[config.mk]
export PLATFORM = sky130hd
export DESIGN_NAME = ising_core_top
export DESIGN_NICKNAME = d
export VERILOG_FILES = /design/src/ising_map_pkg.sv /design/src/ising_cfg_pkg.sv /design/src/ising_core_top.sv /design/src/ising_spin_update.sv /design/src/ising_field_calc.sv /design/src/ising_sweep_ctrl.sv /design/src/ising_host_port.sv /design/src/ising_weight_mem.sv
export SDC_FILE = /design/constraint.sdc
export NUM_CORES = 1
export LEC_CHECK = 0
export BUFFER_PORTS_ARGS = -buffer_cell sky130_fd_sc_hd__buf_2
export CAP_MARGIN = 20
export CORE_MARGIN = 4
export CORE_UTILIZATION = 60
export DETAILED_ROUTE_END_ITERATION = 16
export PLACE_DENSITY = 0.88
export SLEW_MARGIN = 20
export SYNTH_ARGS = -nofsm -noshare
export SYNTH_HDL_FRONTEND = slang
export SYNTH_SLANG_ARGS = --single-unit
[constraint.sdc]
create_clock -name clk_i -period 10.1 [get_ports clk_i]
set_clock_uncertainty 0.2 [all_clocks]
set_input_delay 1.515 -clock clk_i [delete_from_list [all_inputs] [get_ports clk_i]]
set_output_delay 1.515 -clock clk_i [all_outputs]
set_load 0.05 [all_outputs]
[src/ising_map_pkg.sv]
// Ising core host map
// address and data widths of the host write port and the register offsets

package ising_map_pkg;

    localparam int HOST_ADDR_W = 5;
    localparam int HOST_DATA_W = 32;

    //////////////////////////////
    // memory windows
    //////////////////////////////

    // J row i sits at ADDR_J_BASE + i, one full row per word
    localparam logic [HOST_ADDR_W-1:0] ADDR_J_BASE = 5'h00;

    // bias i sits at ADDR_H_BASE + i, low BIT_H bits used
    localparam logic [HOST_ADDR_W-1:0] ADDR_H_BASE = 5'h08;

    //////////////////////////////
    // single registers
    //////////////////////////////
    localparam logic [HOST_ADDR_W-1:0] ADDR_SPIN_INIT = 5'h10;  // low NUM_SPIN bits
    localparam logic [HOST_ADDR_W-1:0] ADDR_FLIP_MASK = 5'h11;  // 1 = spin frozen
    localparam logic [HOST_ADDR_W-1:0] ADDR_SWEEPS    = 5'h12;  // low SWEEP_W bits

    // any write here kicks off a run, data is don't care
    localparam logic [HOST_ADDR_W-1:0] ADDR_START     = 5'h13;

endpackage

[src/ising_cfg_pkg.sv]
// Ising core configuration
// spin array size and datapath widths shared by the pipeline stages

package ising_cfg_pkg;

    //////////////////////////////
    // spin array
    //////////////////////////////
    localparam int NUM_SPIN   = 8;
    localparam int SPIN_IDX_W = 3;  // enough to index NUM_SPIN

    // index of the last spin in a sweep
    localparam logic [SPIN_IDX_W-1:0] LAST_IDX = SPIN_IDX_W'(NUM_SPIN - 1);

    //////////////////////////////
    // arithmetic widths
    //////////////////////////////
    localparam int BIT_J   = 4;                 // signed coupling
    localparam int BIT_H   = 4;                 // signed bias
    localparam int J_ROW_W = NUM_SPIN * BIT_J;  // one packed J row
    localparam int FIELD_W = 8;                 // holds +-(NUM_SPIN-1)*8 plus bias
    localparam int SWEEP_W = 8;

    //////////////////////////////
    // payload types
    //////////////////////////////

    // nibble j of a row is J_ij, read as signed
    typedef logic [J_ROW_W-1:0] j_row_t;

    typedef logic signed [BIT_H-1:0] h_bias_t;

    typedef logic signed [FIELD_W-1:0] field_t;

endpackage
[src/ising_core_top.sv]
// Ising core top level
// host port, sweep controller, J and h memories, field and update stages

`timescale 1ns/100ps

module ising_core_top (
    input  logic                                 clk_i,
    input  logic                                 arst_n_i,

    input  logic                                 host_wr_i,
    input  logic [ising_map_pkg::HOST_ADDR_W-1:0] host_addr_i,
    input  logic [ising_map_pkg::HOST_DATA_W-1:0] host_wdata_i,

    output logic                                 busy_o,
    output logic                                 done_o,
    output logic [ising_cfg_pkg::NUM_SPIN-1:0]   spins_o
);
    import ising_cfg_pkg::*;

    // host port outputs
    logic                  j_we, h_we, spin_init_we, start;
    logic [SPIN_IDX_W-1:0] j_waddr, h_waddr;
    j_row_t                j_wdata;
    h_bias_t               h_wdata;
    logic [NUM_SPIN-1:0]   spin_init, flip_mask;
    logic [SWEEP_W-1:0]    sweeps;

    // pipeline
    logic                  rd_en, mem_valid, fld_valid, sweep_commit;
    logic [SPIN_IDX_W-1:0] rd_idx, mem_idx, fld_idx;
    j_row_t                j_row;
    h_bias_t               h_bias;
    field_t                field;

    ising_host_port u_host_port (
        .clk_i, .arst_n_i, .host_wr_i, .host_addr_i, .host_wdata_i,
        .busy_i        (busy_o      ),
        .j_we_o        (j_we        ), .j_waddr_o (j_waddr), .j_wdata_o (j_wdata),
        .h_we_o        (h_we        ), .h_waddr_o (h_waddr), .h_wdata_o (h_wdata),
        .spin_init_we_o(spin_init_we), .spin_init_o(spin_init),
        .flip_mask_o   (flip_mask   ), .start_o   (start  ), .sweeps_o  (sweeps )
    );

    ising_sweep_ctrl u_sweep_ctrl (
        .clk_i, .arst_n_i,
        .start_i(start), .sweeps_i(sweeps), .sweep_commit_i(sweep_commit),
        .rd_en_o(rd_en), .rd_idx_o(rd_idx), .busy_o, .done_o
    );

    //////////////////////////////
    // weight memories
    //////////////////////////////
    ising_weight_mem #(.word_t(j_row_t)) u_j_mem (
        .clk_i, .arst_n_i, .we_i(j_we), .waddr_i(j_waddr), .wdata_i(j_wdata),
        .re_i(rd_en), .raddr_i(rd_idx), .rdata_o(j_row)
    );

    ising_weight_mem #(.word_t(h_bias_t)) u_h_mem (
        .clk_i, .arst_n_i, .we_i(h_we), .waddr_i(h_waddr), .wdata_i(h_wdata),
        .re_i(rd_en), .raddr_i(rd_idx), .rdata_o(h_bias)
    );

    // tag follows the memory read latency
    always_ff @(posedge clk_i or negedge arst_n_i) begin
        if (!arst_n_i) mem_valid <= 1'b0;
        else           mem_valid <= rd_en;
    end

    always_ff @(posedge clk_i) mem_idx <= rd_idx;

    //////////////////////////////
    // datapath
    //////////////////////////////
    ising_field_calc u_field_calc (
        .clk_i, .arst_n_i, .valid_i(mem_valid), .idx_i(mem_idx),
        .j_row_i(j_row), .h_bias_i(h_bias), .spins_i(spins_o),
        .valid_o(fld_valid), .idx_o(fld_idx), .field_o(field)
    );

    ising_spin_update u_spin_update (
        .clk_i, .arst_n_i, .valid_i(fld_valid), .idx_i(fld_idx), .field_i(field),
        .flip_mask_i(flip_mask), .spin_init_we_i(spin_init_we), .spin_init_i(spin_init),
        .spins_o, .sweep_commit_o(sweep_commit)
    );

endmodule

[src/ising_spin_update.sv]
// Ising spin update stage
// decides each new spin into a shadow register and commits it at the sweep end

`timescale 1ns/100ps

module ising_spin_update (
    input  logic                                 clk_i,
    input  logic                                 arst_n_i,

    // from the field stage
    input  logic                                 valid_i,
    input  logic [ising_cfg_pkg::SPIN_IDX_W-1:0] idx_i,
    input  ising_cfg_pkg::field_t                field_i,

    // host side
    input  logic [ising_cfg_pkg::NUM_SPIN-1:0]   flip_mask_i,
    input  logic                                 spin_init_we_i,
    input  logic [ising_cfg_pkg::NUM_SPIN-1:0]   spin_init_i,

    output logic [ising_cfg_pkg::NUM_SPIN-1:0]   spins_o,
    output logic                                 sweep_commit_o
);
    import ising_cfg_pkg::*;

    logic [NUM_SPIN-1:0] shadow_q;     // spins decided so far this sweep
    logic [NUM_SPIN-1:0] spins_q;      // snapshot seen by the field stage
    logic [NUM_SPIN-1:0] shadow_next;
    logic                new_spin;

    //////////////////////////////
    // decision rule
    //////////////////////////////
    always_comb begin
        if (flip_mask_i[idx_i]) begin
            new_spin = spins_q[idx_i];  // frozen
        end else if (field_i > 0) begin
            new_spin = 1'b1;
        end else if (field_i < 0) begin
            new_spin = 1'b0;
        end else begin
            new_spin = spins_q[idx_i];  // zero field keeps the old value
        end
    end

    always_comb begin
        shadow_next        = shadow_q;
        shadow_next[idx_i] = new_spin;
    end

    always_ff @(posedge clk_i or negedge arst_n_i) begin
        if (!arst_n_i) begin
            shadow_q       <= '0;
            spins_q        <= '0;
            sweep_commit_o <= 1'b0;
        end else begin
            sweep_commit_o <= 1'b0;
            if (spin_init_we_i) begin
                shadow_q <= spin_init_i;
                spins_q  <= spin_init_i;
            end else if (valid_i) begin
                shadow_q <= shadow_next;
                if (idx_i == LAST_IDX) begin  // last spin of the sweep
                    spins_q        <= shadow_next;
                    sweep_commit_o <= 1'b1;
                end
            end
        end
    end

    assign spins_o = spins_q;

endmodule

[src/ising_field_calc.sv]
// Ising local field stage
// field of spin i = h_i + sum over j != i of J_ij * s_j, registered with its tag

`timescale 1ns/100ps

module ising_field_calc (
    input  logic                                 clk_i,
    input  logic                                 arst_n_i,

    // from the weight memories
    input  logic                                 valid_i,
    input  logic [ising_cfg_pkg::SPIN_IDX_W-1:0] idx_i,
    input  ising_cfg_pkg::j_row_t                j_row_i,
    input  ising_cfg_pkg::h_bias_t               h_bias_i,

    // committed snapshot of the previous sweep
    input  logic [ising_cfg_pkg::NUM_SPIN-1:0]   spins_i,

    // to the update stage
    output logic                                 valid_o,
    output logic [ising_cfg_pkg::SPIN_IDX_W-1:0] idx_o,
    output ising_cfg_pkg::field_t                field_o
);
    import ising_cfg_pkg::*;

    field_t field_sum;

    //////////////////////////////
    // accumulation
    //////////////////////////////
    always_comb begin
        field_t coup;

        coup      = '0;
        field_sum = field_t'(h_bias_i);  // bias, sign extended
        for (int j = 0; j < NUM_SPIN; j++) begin
            coup = field_t'($signed(j_row_i[j*BIT_J +: BIT_J]));
            // diagonal term is not part of the field
            if (j != idx_i) begin
                // bit 1 is +1, bit 0 is -1
                if (spins_i[j]) begin
                    field_sum = field_sum + coup;
                end else begin
                    field_sum = field_sum - coup;
                end
            end
        end
    end

    //////////////////////////////
    // output register
    //////////////////////////////
    always_ff @(posedge clk_i or negedge arst_n_i) begin
        if (!arst_n_i) begin
            valid_o <= 1'b0;
        end else begin
            valid_o <= valid_i;
        end
    end

    always_ff @(posedge clk_i) begin
        idx_o   <= idx_i;     // tag travels with the field
        field_o <= field_sum;
    end

endmodule

[src/ising_sweep_ctrl.sv]
// Ising sweep controller
// walks the spin indices once per sweep and counts sweeps down to done

`timescale 1ns/100ps

module ising_sweep_ctrl (
    input  logic                                 clk_i,
    input  logic                                 arst_n_i,

    input  logic                                 start_i,
    input  logic [ising_cfg_pkg::SWEEP_W-1:0]    sweeps_i,
    input  logic                                 sweep_commit_i,

    output logic                                 rd_en_o,
    output logic [ising_cfg_pkg::SPIN_IDX_W-1:0] rd_idx_o,
    output logic                                 busy_o,
    output logic                                 done_o
);
    import ising_cfg_pkg::*;

    typedef enum logic [1:0] {
        ST_IDLE,
        ST_ISSUE,   // one read per cycle
        ST_WAIT,    // drain until the sweep is committed
        ST_FINISH
    } state_t;

    state_t              state_q;
    logic [SPIN_IDX_W-1:0] idx_q;
    logic [SWEEP_W-1:0]  sweep_left_q;  // sweeps still to run, current one included

    //////////////////////////////
    // FSM
    //////////////////////////////
    always_ff @(posedge clk_i or negedge arst_n_i) begin
        if (!arst_n_i) begin
            state_q      <= ST_IDLE;
            idx_q        <= '0;
            sweep_left_q <= '0;
        end else begin
            case (state_q)
                ST_IDLE: begin
                    if (start_i) begin
                        idx_q        <= '0;
                        sweep_left_q <= sweeps_i;
                        // zero sweeps finish straight away
                        state_q      <= (sweeps_i == '0) ? ST_FINISH : ST_ISSUE;
                    end
                end
                ST_ISSUE: begin
                    if (idx_q == LAST_IDX) begin
                        idx_q   <= '0;
                        state_q <= ST_WAIT;
                    end else begin
                        idx_q <= idx_q + 1'b1;
                    end
                end
                ST_WAIT: begin
                    if (sweep_commit_i) begin
                        if (sweep_left_q == SWEEP_W'(1)) begin
                            state_q <= ST_FINISH;
                        end else begin
                            sweep_left_q <= sweep_left_q - 1'b1;
                            state_q      <= ST_ISSUE;
                        end
                    end
                end
                default: state_q <= ST_IDLE;  // finish lasts one cycle
            endcase
        end
    end

    assign rd_en_o  = (state_q == ST_ISSUE);
    assign rd_idx_o = idx_q;
    assign busy_o   = (state_q == ST_ISSUE) || (state_q == ST_WAIT);
    assign done_o   = (state_q == ST_FINISH);  // busy already low here

endmodule

[src/ising_host_port.sv]
// Ising host port
// decodes host writes into memory writes, spin init, mask, sweep count and start

`timescale 1ns/100ps

module ising_host_port (
    input  logic                                 clk_i,
    input  logic                                 arst_n_i,

    input  logic                                 host_wr_i,
    input  logic [ising_map_pkg::HOST_ADDR_W-1:0] host_addr_i,
    input  logic [ising_map_pkg::HOST_DATA_W-1:0] host_wdata_i,
    input  logic                                 busy_i,

    output logic                                 j_we_o,
    output logic [ising_cfg_pkg::SPIN_IDX_W-1:0] j_waddr_o,
    output ising_cfg_pkg::j_row_t                j_wdata_o,
    output logic                                 h_we_o,
    output logic [ising_cfg_pkg::SPIN_IDX_W-1:0] h_waddr_o,
    output ising_cfg_pkg::h_bias_t               h_wdata_o,
    output logic                                 spin_init_we_o,
    output logic [ising_cfg_pkg::NUM_SPIN-1:0]   spin_init_o,
    output logic [ising_cfg_pkg::NUM_SPIN-1:0]   flip_mask_o,
    output logic                                 start_o,
    output logic [ising_cfg_pkg::SWEEP_W-1:0]    sweeps_o
);
    import ising_cfg_pkg::*;
    import ising_map_pkg::*;

    logic                   wr_ok;
    logic [HOST_ADDR_W-1:0] j_off;
    logic [HOST_ADDR_W-1:0] h_off;

    assign wr_ok = host_wr_i && !busy_i;  // nothing gets through during a run

    // offsets wrap below the base, so one compare covers the window
    assign j_off = host_addr_i - ADDR_J_BASE;
    assign h_off = host_addr_i - ADDR_H_BASE;

    // strobes and config registers
    always_ff @(posedge clk_i or negedge arst_n_i) begin
        if (!arst_n_i) begin
            j_we_o         <= 1'b0;
            h_we_o         <= 1'b0;
            spin_init_we_o <= 1'b0;
            start_o        <= 1'b0;
            flip_mask_o    <= '0;
            sweeps_o       <= '0;
        end else begin
            j_we_o         <= wr_ok && (j_off < NUM_SPIN);
            h_we_o         <= wr_ok && (h_off < NUM_SPIN);
            spin_init_we_o <= wr_ok && (host_addr_i == ADDR_SPIN_INIT);
            start_o        <= wr_ok && (host_addr_i == ADDR_START);
            if (wr_ok && (host_addr_i == ADDR_FLIP_MASK)) begin
                flip_mask_o <= host_wdata_i[NUM_SPIN-1:0];
            end
            if (wr_ok && (host_addr_i == ADDR_SWEEPS)) begin
                sweeps_o <= host_wdata_i[SWEEP_W-1:0];
            end
        end
    end

    // write payload, qualified by the strobes above
    always_ff @(posedge clk_i) begin
        j_waddr_o   <= j_off[SPIN_IDX_W-1:0];
        j_wdata_o   <= host_wdata_i[J_ROW_W-1:0];
        h_waddr_o   <= h_off[SPIN_IDX_W-1:0];
        h_wdata_o   <= host_wdata_i[BIT_H-1:0];
        spin_init_o <= host_wdata_i[NUM_SPIN-1:0];
    end

endmodule

[src/ising_weight_mem.sv]
// Ising weight memory
// host-written array of NUM_SPIN words with a registered read port

`timescale 1ns/100ps

module ising_weight_mem #(
    parameter type word_t = logic
) (
    input  logic                               clk_i,
    input  logic                               arst_n_i,

    // host side write
    input  logic                               we_i,
    input  logic [ising_cfg_pkg::SPIN_IDX_W-1:0] waddr_i,
    input  word_t                              wdata_i,

    // pipeline side read
    input  logic                               re_i,
    input  logic [ising_cfg_pkg::SPIN_IDX_W-1:0] raddr_i,
    output word_t                              rdata_o
);
    import ising_cfg_pkg::*;

    word_t mem_q [NUM_SPIN];  // one word per spin

    // write port
    always_ff @(posedge clk_i) begin
        if (we_i) begin
            mem_q[waddr_i] <= wdata_i;
        end
    end

    // read data shows up one cycle after re_i and holds until the next read
    always_ff @(posedge clk_i or negedge arst_n_i) begin
        if (!arst_n_i) begin
            rdata_o <= '0;
        end else if (re_i) begin
            rdata_o <= mem_q[raddr_i];
        end
    end

endmodule

==> results of run 1 <==
-- state kept, by name (all words and copies together) (netlist names), 32 cells and up --
name                   cells
u_j_mem.rdata_o           32
u_j_mem.mem_q            256
u_host_port.j_wdata_o     32
u_h_mem.mem_q             32
-- worst min-delay path by stage --
stage	end	slack [ns]	cells after the start
after global placement	u_field_calc.valid_o$_DFF_PN0_	0.13	0
after detailed placement	u_field_calc.valid_o$_DFF_PN0_	0.13	0
final	u_field_calc.valid_o$_DFF_PN0_	0.15	0
after global routing	u_field_calc.valid_o$_DFF_PN0_	0.16	0
after floorplan	u_field_calc.idx_o[1]$_DFF_P_	0.13	0
after CTS	u_field_calc.valid_o$_DFF_PN0_	0.15	0
-- logic make-up (layout without fill, tap and decap cells) --
kind of cell	after synthesis	in the layout	synth area share
AND/OR/NAND/NOR	277	277	0.0685
XOR/XNOR	48	48	0.0236
multiplexers	174	174	0.143
AO/OA/AOI/OAI	228	228	0.0716
buffers and inverters	114	207	0.0239
flip-flops	424	424	0.613
adder cells (fa/ha/maj)	83	83	0.0570
-- worst register-to-register path: cells and delay by family (launching register included) --
| family | cells | cell delay (ns) |
|---|---|---|
| DFF | 1 | 0.40 |
| buffers and inverters | 1 | 0.06 |
| and+or+nand+nor | 12 | 1.23 |
| xor gates and xnor gates | 6 | 1.27 |
| adders and majority gates | 9 | 2.96 |
| muxes | 1 | 0.29 |
| AOI/OAI and AO/OA | 19 | 3.11 |
-- cell usage after synthesis (15+ instances only) --
master	count	area share
inv_1	60	0.012
nand2_1	71	0.014
o21ai_0	53	0.014
mux4_2	75	0.088
a21oi_1	84	0.022
xor2_1	21	0.0095
ha_1	75	0.049
dfxtp_1	49	0.051
clkbuf_1	34	0.0066
nor3_1	22	0.0057
mux2_2	36	0.021
mux2i_1	60	0.031
edfxtp_1	288	0.45
xnor2_1	24	0.011
dfrtp_1	87	0.11
nor2b_1	15	0.0049
nor2_1	105	0.020
-- layout make-up --
cell class	count	area, µm²
multi-input cells	810	7130
well taps	402	503
clock inverters	22	244
fillers	1996	10200
clock buffers	55	1150
flip-flops and latches	424	11800
inverters	61	229
repair buffers	69	398
-- through the flow --
step	std cells	setup TNS, ns	area [µm²]
5_1_grt	1843	-0.0966	21500
4_1_cts	1839	0	21400
6_report	1843	0	21500
2_1_floorplan	1348	0	19300
3_3_place_gp	1762	0	20000
3_5_place_dp	1762	0	20000
-- per-layer routing --
layer | global-route usage | share of wire | vias up
met2 | 0.418 | 0.50 | 562
met4 | 0.0896 | 0.037 | 0
met1 | 0.326 | 0.39 | 5919
met5 | 0 | 0 | -
li1 | - | - | 5174
met3 | 0.0343 | 0.068 | 129
-- what timing repair did --
| item | CTS | global route |
|---|---|---|
| setup buffers | 0 | 4 |
| resized for setup | 0 | 14 |
| setup endpoints to repair | 0 | 1 |
==> tab_implementation.tex, run 1 <==
\begin{tabular}{lr}
\hline
Metric & Value \\
\hline
\multicolumn{2}{l}{\textbf{GRT}} \\
Total routing resource utilization after global routing & 0.245 \\
Initial antenna violation count & 0 \\
Vias in the first global route & 12000 \\
Overflow after GRT & 0 \\
Wire length of the first global-routing pass & 67600 µm \\
Largest net degree at the start of global routing & 78 \\
\multicolumn{2}{l}{\textbf{STA}} \\
Final setup margin & 0.465 ns \\
Min Hold Slack & 0.152 ns \\
Final-report hold violation count & 0 \\
Setup violation total in the final timing report & 0 \\
Maximum clock frequency & 0.104 GHz \\
Slew HR & 0.419 \\
Final Max Tran Viols & 0 \\
Minimum clock period & 9.64 ns \\
Transition time at the pin with the least slew margin & 0.872 ns \\
Final worst-path cycle share & 0.954 \\
\multicolumn{2}{l}{\textbf{Setup path}} \\
Buffering stage count on the worst path with inverters included & 1 \\
CP Launch Type & flip-flop \\
Cell seen most often among critical-path stages & ha\_1 \\
Reg2reg start & u\_j\_mem.rdata\_o[0]\$\_DFFE\_PN0P\_ \\
Worst path top cell family by delay & compound AO/OA/AOI/OAI gates \\
Slowest stage delay, CP & 0.40 ns \\
Signal arrival time at the worst endpoint & 9.86 ns \\
Worst Setup SP & u\_j\_mem.rdata\_o[0]\$\_DFFE\_PN0P\_ \\
Type of destination of the critical path & flip-flop \\
Critical path capture point & u\_field\_calc.field\_o[7]\$\_DFF\_P\_ \\
Kind of critical path & reg2reg \\
Worst R2R Setup Slack & 0.46 ns \\
Register-to-Register Path Depth & 48 \\
Worst endpoint required time & 10.32 ns \\
Critical Path Slowest Stage Cell & dfrtp\_1 \\
Reg-to-reg critical path endpoint & u\_field\_calc.field\_o[7]\$\_DFF\_P\_ \\
Worst Path Max Fanout & 4 \\
Number of cells on the critical path & 48 \\
\multicolumn{2}{l}{\textbf{Route}} \\
Number of nets with antenna violations after routing & 0 \\
Remaining design rule violation count & 0 \\
Via count & 11800 \\
Average vias per placed instance & 6.39 \\
Mean routed wirelength per cell & 23.6 µm \\
Routed Wire Length & 43500 µm \\
Number of violations reported at the end of detailed-routing iteration 0 & 1254 \\
First-pass detailed-route iteration total & 6 \\
\multicolumn{2}{l}{\textbf{Final layout}} \\
Commonest cells after routing, fill and taps aside & edfxtp\_1 (288), nor2\_1 (98), dfrtp\_1 (84) \\
Antenna diode instance count & 0 \\
Synthesis-to-finish area growth & 11.4\% \\
Most common library cell in the layout ignoring fill and taps & edfxtp\_1 \\
Layout Utilization & 0.678 \\
Fraction of final layout cells sized beyond drive strength 1 & 0.201 \\
Layout Nets & 1531 \\
\multicolumn{2}{l}{\textbf{Floorplan}} \\
I/O pin count & 50 \\
Die X & 187 µm \\
Floorplan die height & 187 µm \\
Initial standard-cell utilization of the core & 0.609 \\
Area enclosed by the die boundary & 35000 µm² \\
Placement Rows & 65 \\
Core area & 31600 µm² \\
\multicolumn{2}{l}{\textbf{Synth}} \\
Synthesis warning total & 0 \\
Total standard cell area after synthesis & 19300 µm² \\
Count of state elements after synthesis & 424 \\
Primary flip-flop cell chosen by synthesis mapping & edfxtp\_1 \\
Count of flip-flops with a built-in enable after synthesis & 288 \\
Net count after synthesis & 1471 \\
Cells after Synth & 1348 \\
Fraction of registers with async set or reset after synthesis & 0.205 \\
Count of different cell masters after synthesis & 72 \\
Part of the Yosys area used for sequential elements & 0.613 \\
Avg Inst Size Synth & 14.3 µm² \\
\multicolumn{2}{l}{\textbf{Run status}} \\
Result of the run & finished clean \\
\multicolumn{2}{l}{\textbf{Flow run}} \\
\# Max-Cap Violations & 0 \\
\multicolumn{2}{l}{\textbf{Worst hold path}} \\
Hold Path Class & reg2reg \\
Worst hold path startpoint & mem\_valid\$\_DFF\_PN0\_ \\
\multicolumn{2}{l}{\textbf{Clock network}} \\
Clock latency on the worst-skew pair & 0.55 ns \\
Clock Root Buffer & clkbuf\_16 \\
H-tree level count & 2 \\
Number of buffers added by the clock tree synthesis step & 42 \\
Worst-path clk slew & 0.06 ns \\
Hold bufs inserted after CTS & 0 \\
Buffer levels on the longest clock path & 3 \\
Clock Sinks & 424 \\
TritonCTS clock tree & done \\
\multicolumn{2}{l}{\textbf{Placed design}} \\
Worst Setup Slack post-DPL & 0.0428 ns \\
Post-DP HPWL & 26000 µm \\
Port Buffer Count & 49 \\
GPL Wtd Cong & 0.875 \\
\hline
\end{tabular}
Power of run 1 is left out: the tool's default activity adds up to more than one toggle a clock period on the data nets, which glitch-free logic cannot reach.
==> run 2, diff against run 1 <==
- ABC_AREA: not set -> 1
==> tab_implementation.tex, run 2 <==
\begin{tabular}{lr}
\hline
Metric & Value \\
\hline
\multicolumn{2}{l}{\textbf{Run status}} \\
Result of the run & finished clean (unchanged) \\
\multicolumn{2}{l}{\textbf{Route}} \\
First-pass detailed-route iteration total & 5 (was 6) \\
Via count & 14800 (was 11800) \\
Routed Wire Length & 46900 µm (was 43500 µm) \\
Average vias per placed instance & 6.04 (was 6.39) \\
Remaining design rule violation count & 0 (unchanged) \\
Number of nets with antenna violations after routing & 0 (unchanged) \\
Number of violations reported at the end of detailed-routing iteration 0 & 1716 (was 1254) \\
Mean routed wirelength per cell & 19.2 µm (was 23.6 µm) \\
\multicolumn{2}{l}{\textbf{Placed design}} \\
Worst Setup Slack post-DPL & 1.11 ns (was 0.0428 ns) \\
Post-DP HPWL & 29100 µm (was 26000 µm) \\
GPL Wtd Cong & 0.945 (was 0.875) \\
Port Buffer Count & 49 (unchanged) \\
Area after DPL & 20400 µm² (was 20000 µm²) \\
\multicolumn{2}{l}{\textbf{Synth}} \\
Leading cell type by number of instances after synthesis & edfxtp\_1 (unchanged) \\
Portion of synthesized cell area occupied by the leading cell type & 0.439 (was 0.449) \\
Net count after synthesis & 2053 (was 1471) \\
Largest area contributor in the netlist & edfxtp\_1 (unchanged) \\
Fraction of registers with async set or reset after synthesis & 0.207 (was 0.205) \\
Most common library cells after synthesis & edfxtp\_1 (288), nand2\_1 (283), o21ai\_0 (262) (was edfxtp\_1 (288), nor2\_1 (105), dfrtp\_1 (87)) \\
Count of flip-flops with a built-in enable after synthesis & 288 (unchanged) \\
Primary flip-flop cell chosen by synthesis mapping & edfxtp\_1 (unchanged) \\
Count of state elements after synthesis & 425 (was 424) \\
Synthesis warning total & 0 (unchanged) \\
Part of the Yosys area used for sequential elements & 0.600 (was 0.613) \\
Avg Inst Size Synth & 10.2 µm² (was 14.3 µm²) \\
Cells after Synth & 1930 (was 1348) \\
Total standard cell area after synthesis & 19700 µm² (was 19300 µm²) \\
Cell types occupying the most area after synthesis & edfxtp\_1 (44\%), dfrtp\_1 (11\%), o21ai\_0 (6.7\%) (was edfxtp\_1 (45\%), dfrtp\_1 (11\%), mux4\_2 (8.8\%)) \\
Count of different cell masters after synthesis & 45 (was 72) \\
\multicolumn{2}{l}{\textbf{Clock network}} \\
Worst-path clk slew & 0.06 ns (about the same) \\
H-tree level count & 2 (unchanged) \\
Number of buffers added by the clock tree synthesis step & 43 (was 42) \\
Clock latency on the worst-skew pair & 0.57 ns (was 0.55 ns) \\
TritonCTS clock tree & done (unchanged) \\
Number of buffers added for setup after CTS & 0 (unchanged) \\
Buffer levels on the longest clock path & 3 (unchanged) \\
Clock Root Buffer & clkbuf\_16 (unchanged) \\
Post-cts repair resize count & 0 (unchanged) \\
Hold bufs inserted after CTS & 0 (unchanged) \\
Clock Sinks & 425 (was 424) \\
\multicolumn{2}{l}{\textbf{Final layout}} \\
Antenna diode instance count & 0 (unchanged) \\
Layout Cell Area excl Fill & 21800 µm² (was 21500 µm²) \\
Synthesis-to-finish area growth & 10.7\% (was 11.4\%) \\
Most common library cell in the layout ignoring fill and taps & edfxtp\_1 (unchanged) \\
Register cell area after layout & 11800 µm² (about the same) \\
Fraction of final layout cells sized beyond drive strength 1 & 0.0924 (was 0.201) \\
Commonest cells after routing, fill and taps aside & edfxtp\_1 (288), nand2\_1 (283), o21ai\_0 (262) (was edfxtp\_1 (288), nor2\_1 (98), dfrtp\_1 (84)) \\
Multi-input logic area & 6990 µm² (was 7130 µm²) \\
Layout fillers & 2230 (was 1996) \\
Register bank with the most flops & u\_j\_mem.mem\_q (unchanged) \\
Layout Nets & 2091 (was 1531) \\
Flip-flop count of the largest register after layout & 256 (unchanged) \\
\multicolumn{2}{l}{\textbf{GRT}} \\
Initial antenna violation count & 1 (was 0) \\
Overflow after GRT & 0 (unchanged) \\
Vias in the first global route & 14800 (was 12000) \\
Wire length of the first global-routing pass & 75500 µm (was 67600 µm) \\
Largest net degree at the start of global routing & 101 (was 78) \\
Total routing resource utilization after global routing & 0.262 (was 0.245) \\
\multicolumn{2}{l}{\textbf{Floorplan}} \\
Area enclosed by the die boundary & 35800 µm² (was 35000 µm²) \\
Initial standard-cell utilization of the core & 0.607 (was 0.609) \\
Placement Rows & 66 (was 65) \\
Floorplan die height & 189 µm (was 187 µm) \\
Core area & 32500 µm² (was 31600 µm²) \\
I/O pin count & 50 (unchanged) \\
Die X & 189 µm (was 187 µm) \\
\multicolumn{2}{l}{\textbf{Setup path}} \\
Buffering stage count on the worst path with inverters included & 11 (was 1) \\
Signal arrival time at the worst endpoint & 9.29 ns (was 9.86 ns) \\
Worst endpoint required time & 10.33 ns (was 10.32 ns) \\
Worst R2R Setup Slack & 1.04 ns (was 0.46 ns) \\
Reg2reg start & u\_j\_mem.rdata\_o[0]\$\_DFFE\_PN0P\_ (unchanged) \\
CP Launch Type & flip-flop (unchanged) \\
Slowest stage delay, CP & 0.58 ns (was 0.40 ns) \\
Number of cells on the critical path & 52 (was 48) \\
Worst Setup SP & u\_j\_mem.rdata\_o[0]\$\_DFFE\_PN0P\_ (unchanged) \\
Reg-to-reg critical path endpoint & u\_field\_calc.field\_o[7]\$\_DFF\_P\_ (unchanged) \\
Worst Path Max Fanout & 5 (was 4) \\
Critical Path Slowest Stage Cell & fa\_1 (was dfrtp\_1) \\
Worst path top cell family by delay & adder cells (was compound AO/OA/AOI/OAI gates) \\
Type of destination of the critical path & flip-flop (unchanged) \\
Kind of critical path & reg2reg (unchanged) \\
Register-to-Register Path Depth & 52 (was 48) \\
\multicolumn{2}{l}{\textbf{STA}} \\
Setup violation total in the final timing report & 0 (unchanged) \\
Final Max Tran Viols & 0 (unchanged) \\
Final setup margin & 1.04 ns (was 0.465 ns) \\
Maximum clock frequency & 0.110 GHz (was 0.104 GHz) \\
Slew HR & 0.340 (was 0.419) \\
Final worst-path cycle share & 0.897 (was 0.954) \\
Minimum clock period & 9.06 ns (was 9.64 ns) \\
Transition time at the pin with the least slew margin & 0.989 ns (was 0.872 ns) \\
Summed negative setup slack over all endpoints & 0 ns (unchanged) \\
Final-report hold violation count & 0 (unchanged) \\
RSZ-0062 raised after global routing & false \\
\multicolumn{2}{l}{\textbf{Worst hold path}} \\
Worst hold path depth & 0 (unchanged) \\
Worst hold path startpoint & mem\_valid\$\_DFF\_PN0\_ (unchanged) \\
Hold Path Class & reg2reg (unchanged) \\
Hold Crit Endpoint & u\_field\_calc.valid\_o\$\_DFF\_PN0\_ (unchanged) \\
\multicolumn{2}{l}{\textbf{Flow run}} \\
\# Max-Cap Violations & 0 (unchanged) \\
\hline
\end{tabular}
## run 2: changes by cell type after synthesis, sizes merged, moves of 34 or more
| cell | change |
|---|---|
| mux4 | -76 |
| inv | +112 |
| nand3 | +113 |
| clkbuf | +34 |
| mux2i | -59 |
| nor2 | +129 |
| o21ai | +211 |
| nand2 | +220 |
| o221ai | +61 |
| mux2 | -38 |
## run 2: how the worst max path moves through the flow
stage / endpoint / slack [ns]
6_report: u_field_calc.field_o[7]$_DFF_P_ / 1.04
4_1_cts: u_field_calc.field_o[7]$_DFF_P_ / 1.07
2_1_floorplan: u_field_calc.field_o[7]$_DFF_P_ / 1.67
3_5_place_dp: u_field_calc.field_o[7]$_DFF_P_ / 1.11
3_3_place_gp: u_field_calc.field_o[7]$_DFF_P_ / 1.40
5_1_grt: u_field_calc.field_o[7]$_DFF_P_ / 0.09
## run 2: cells by family after synthesis
family                     Yosys count  share of synthesized area
AOI/OAI and AO/OA                  451                      0.133
xor gates and xnor gates            27                     0.0120
adders and majority gates           83                     0.0557
buffers and inverters              250                     0.0479
DFF                                425                      0.600
muxes                                1                   0.000508
and+or+nand+nor                    693                      0.150
## run 2: layer usage
metal	global-route usage	wire, µm	up-vias
met5	0	13	-
met4	0.108	1650	2
met3	0.0404	4640	144
met2	0.438	22400	785
met1	0.348	18200	6977
li1	-	-	6859
## run 2: layout make-up
cell class | instances | area share
repair buffers | 66 | 0.0174
clock inverters | 22 | 0.00992
flip-flops and latches | 425 | 0.543
well taps | 442 | 0.0253
inverters | 177 | 0.0307
clock buffers | 57 | 0.0536
multi-input cells | 1255 | 0.321
## run 2: worst register-to-register path: cells and delay by family, from the launching register on
family / cells / cell delay (ns)
buffers and inverters: 11 / 0.71
AOI/OAI and AO/OA: 13 / 1.96
DFF: 1 / 0.35
xor gates and xnor gates: 2 / 0.32
adders and majority gates: 9 / 3.46
and+or+nand+nor: 17 / 1.90
## run 2: stage by stage
stage | std cells | util | hold WS, ns
after floorplan | 1930 | - | 0.131
after global placement | 2365 | 0.629 | 0.134
after detailed placement | 2365 | 0.629 | 0.150
after CTS | 2444 | 0.672 | 0.177
after global routing | 2444 | 0.672 | 0.188
final | 2444 | 0.672 | 0.177
Power of run 2 is left out for the same reason.
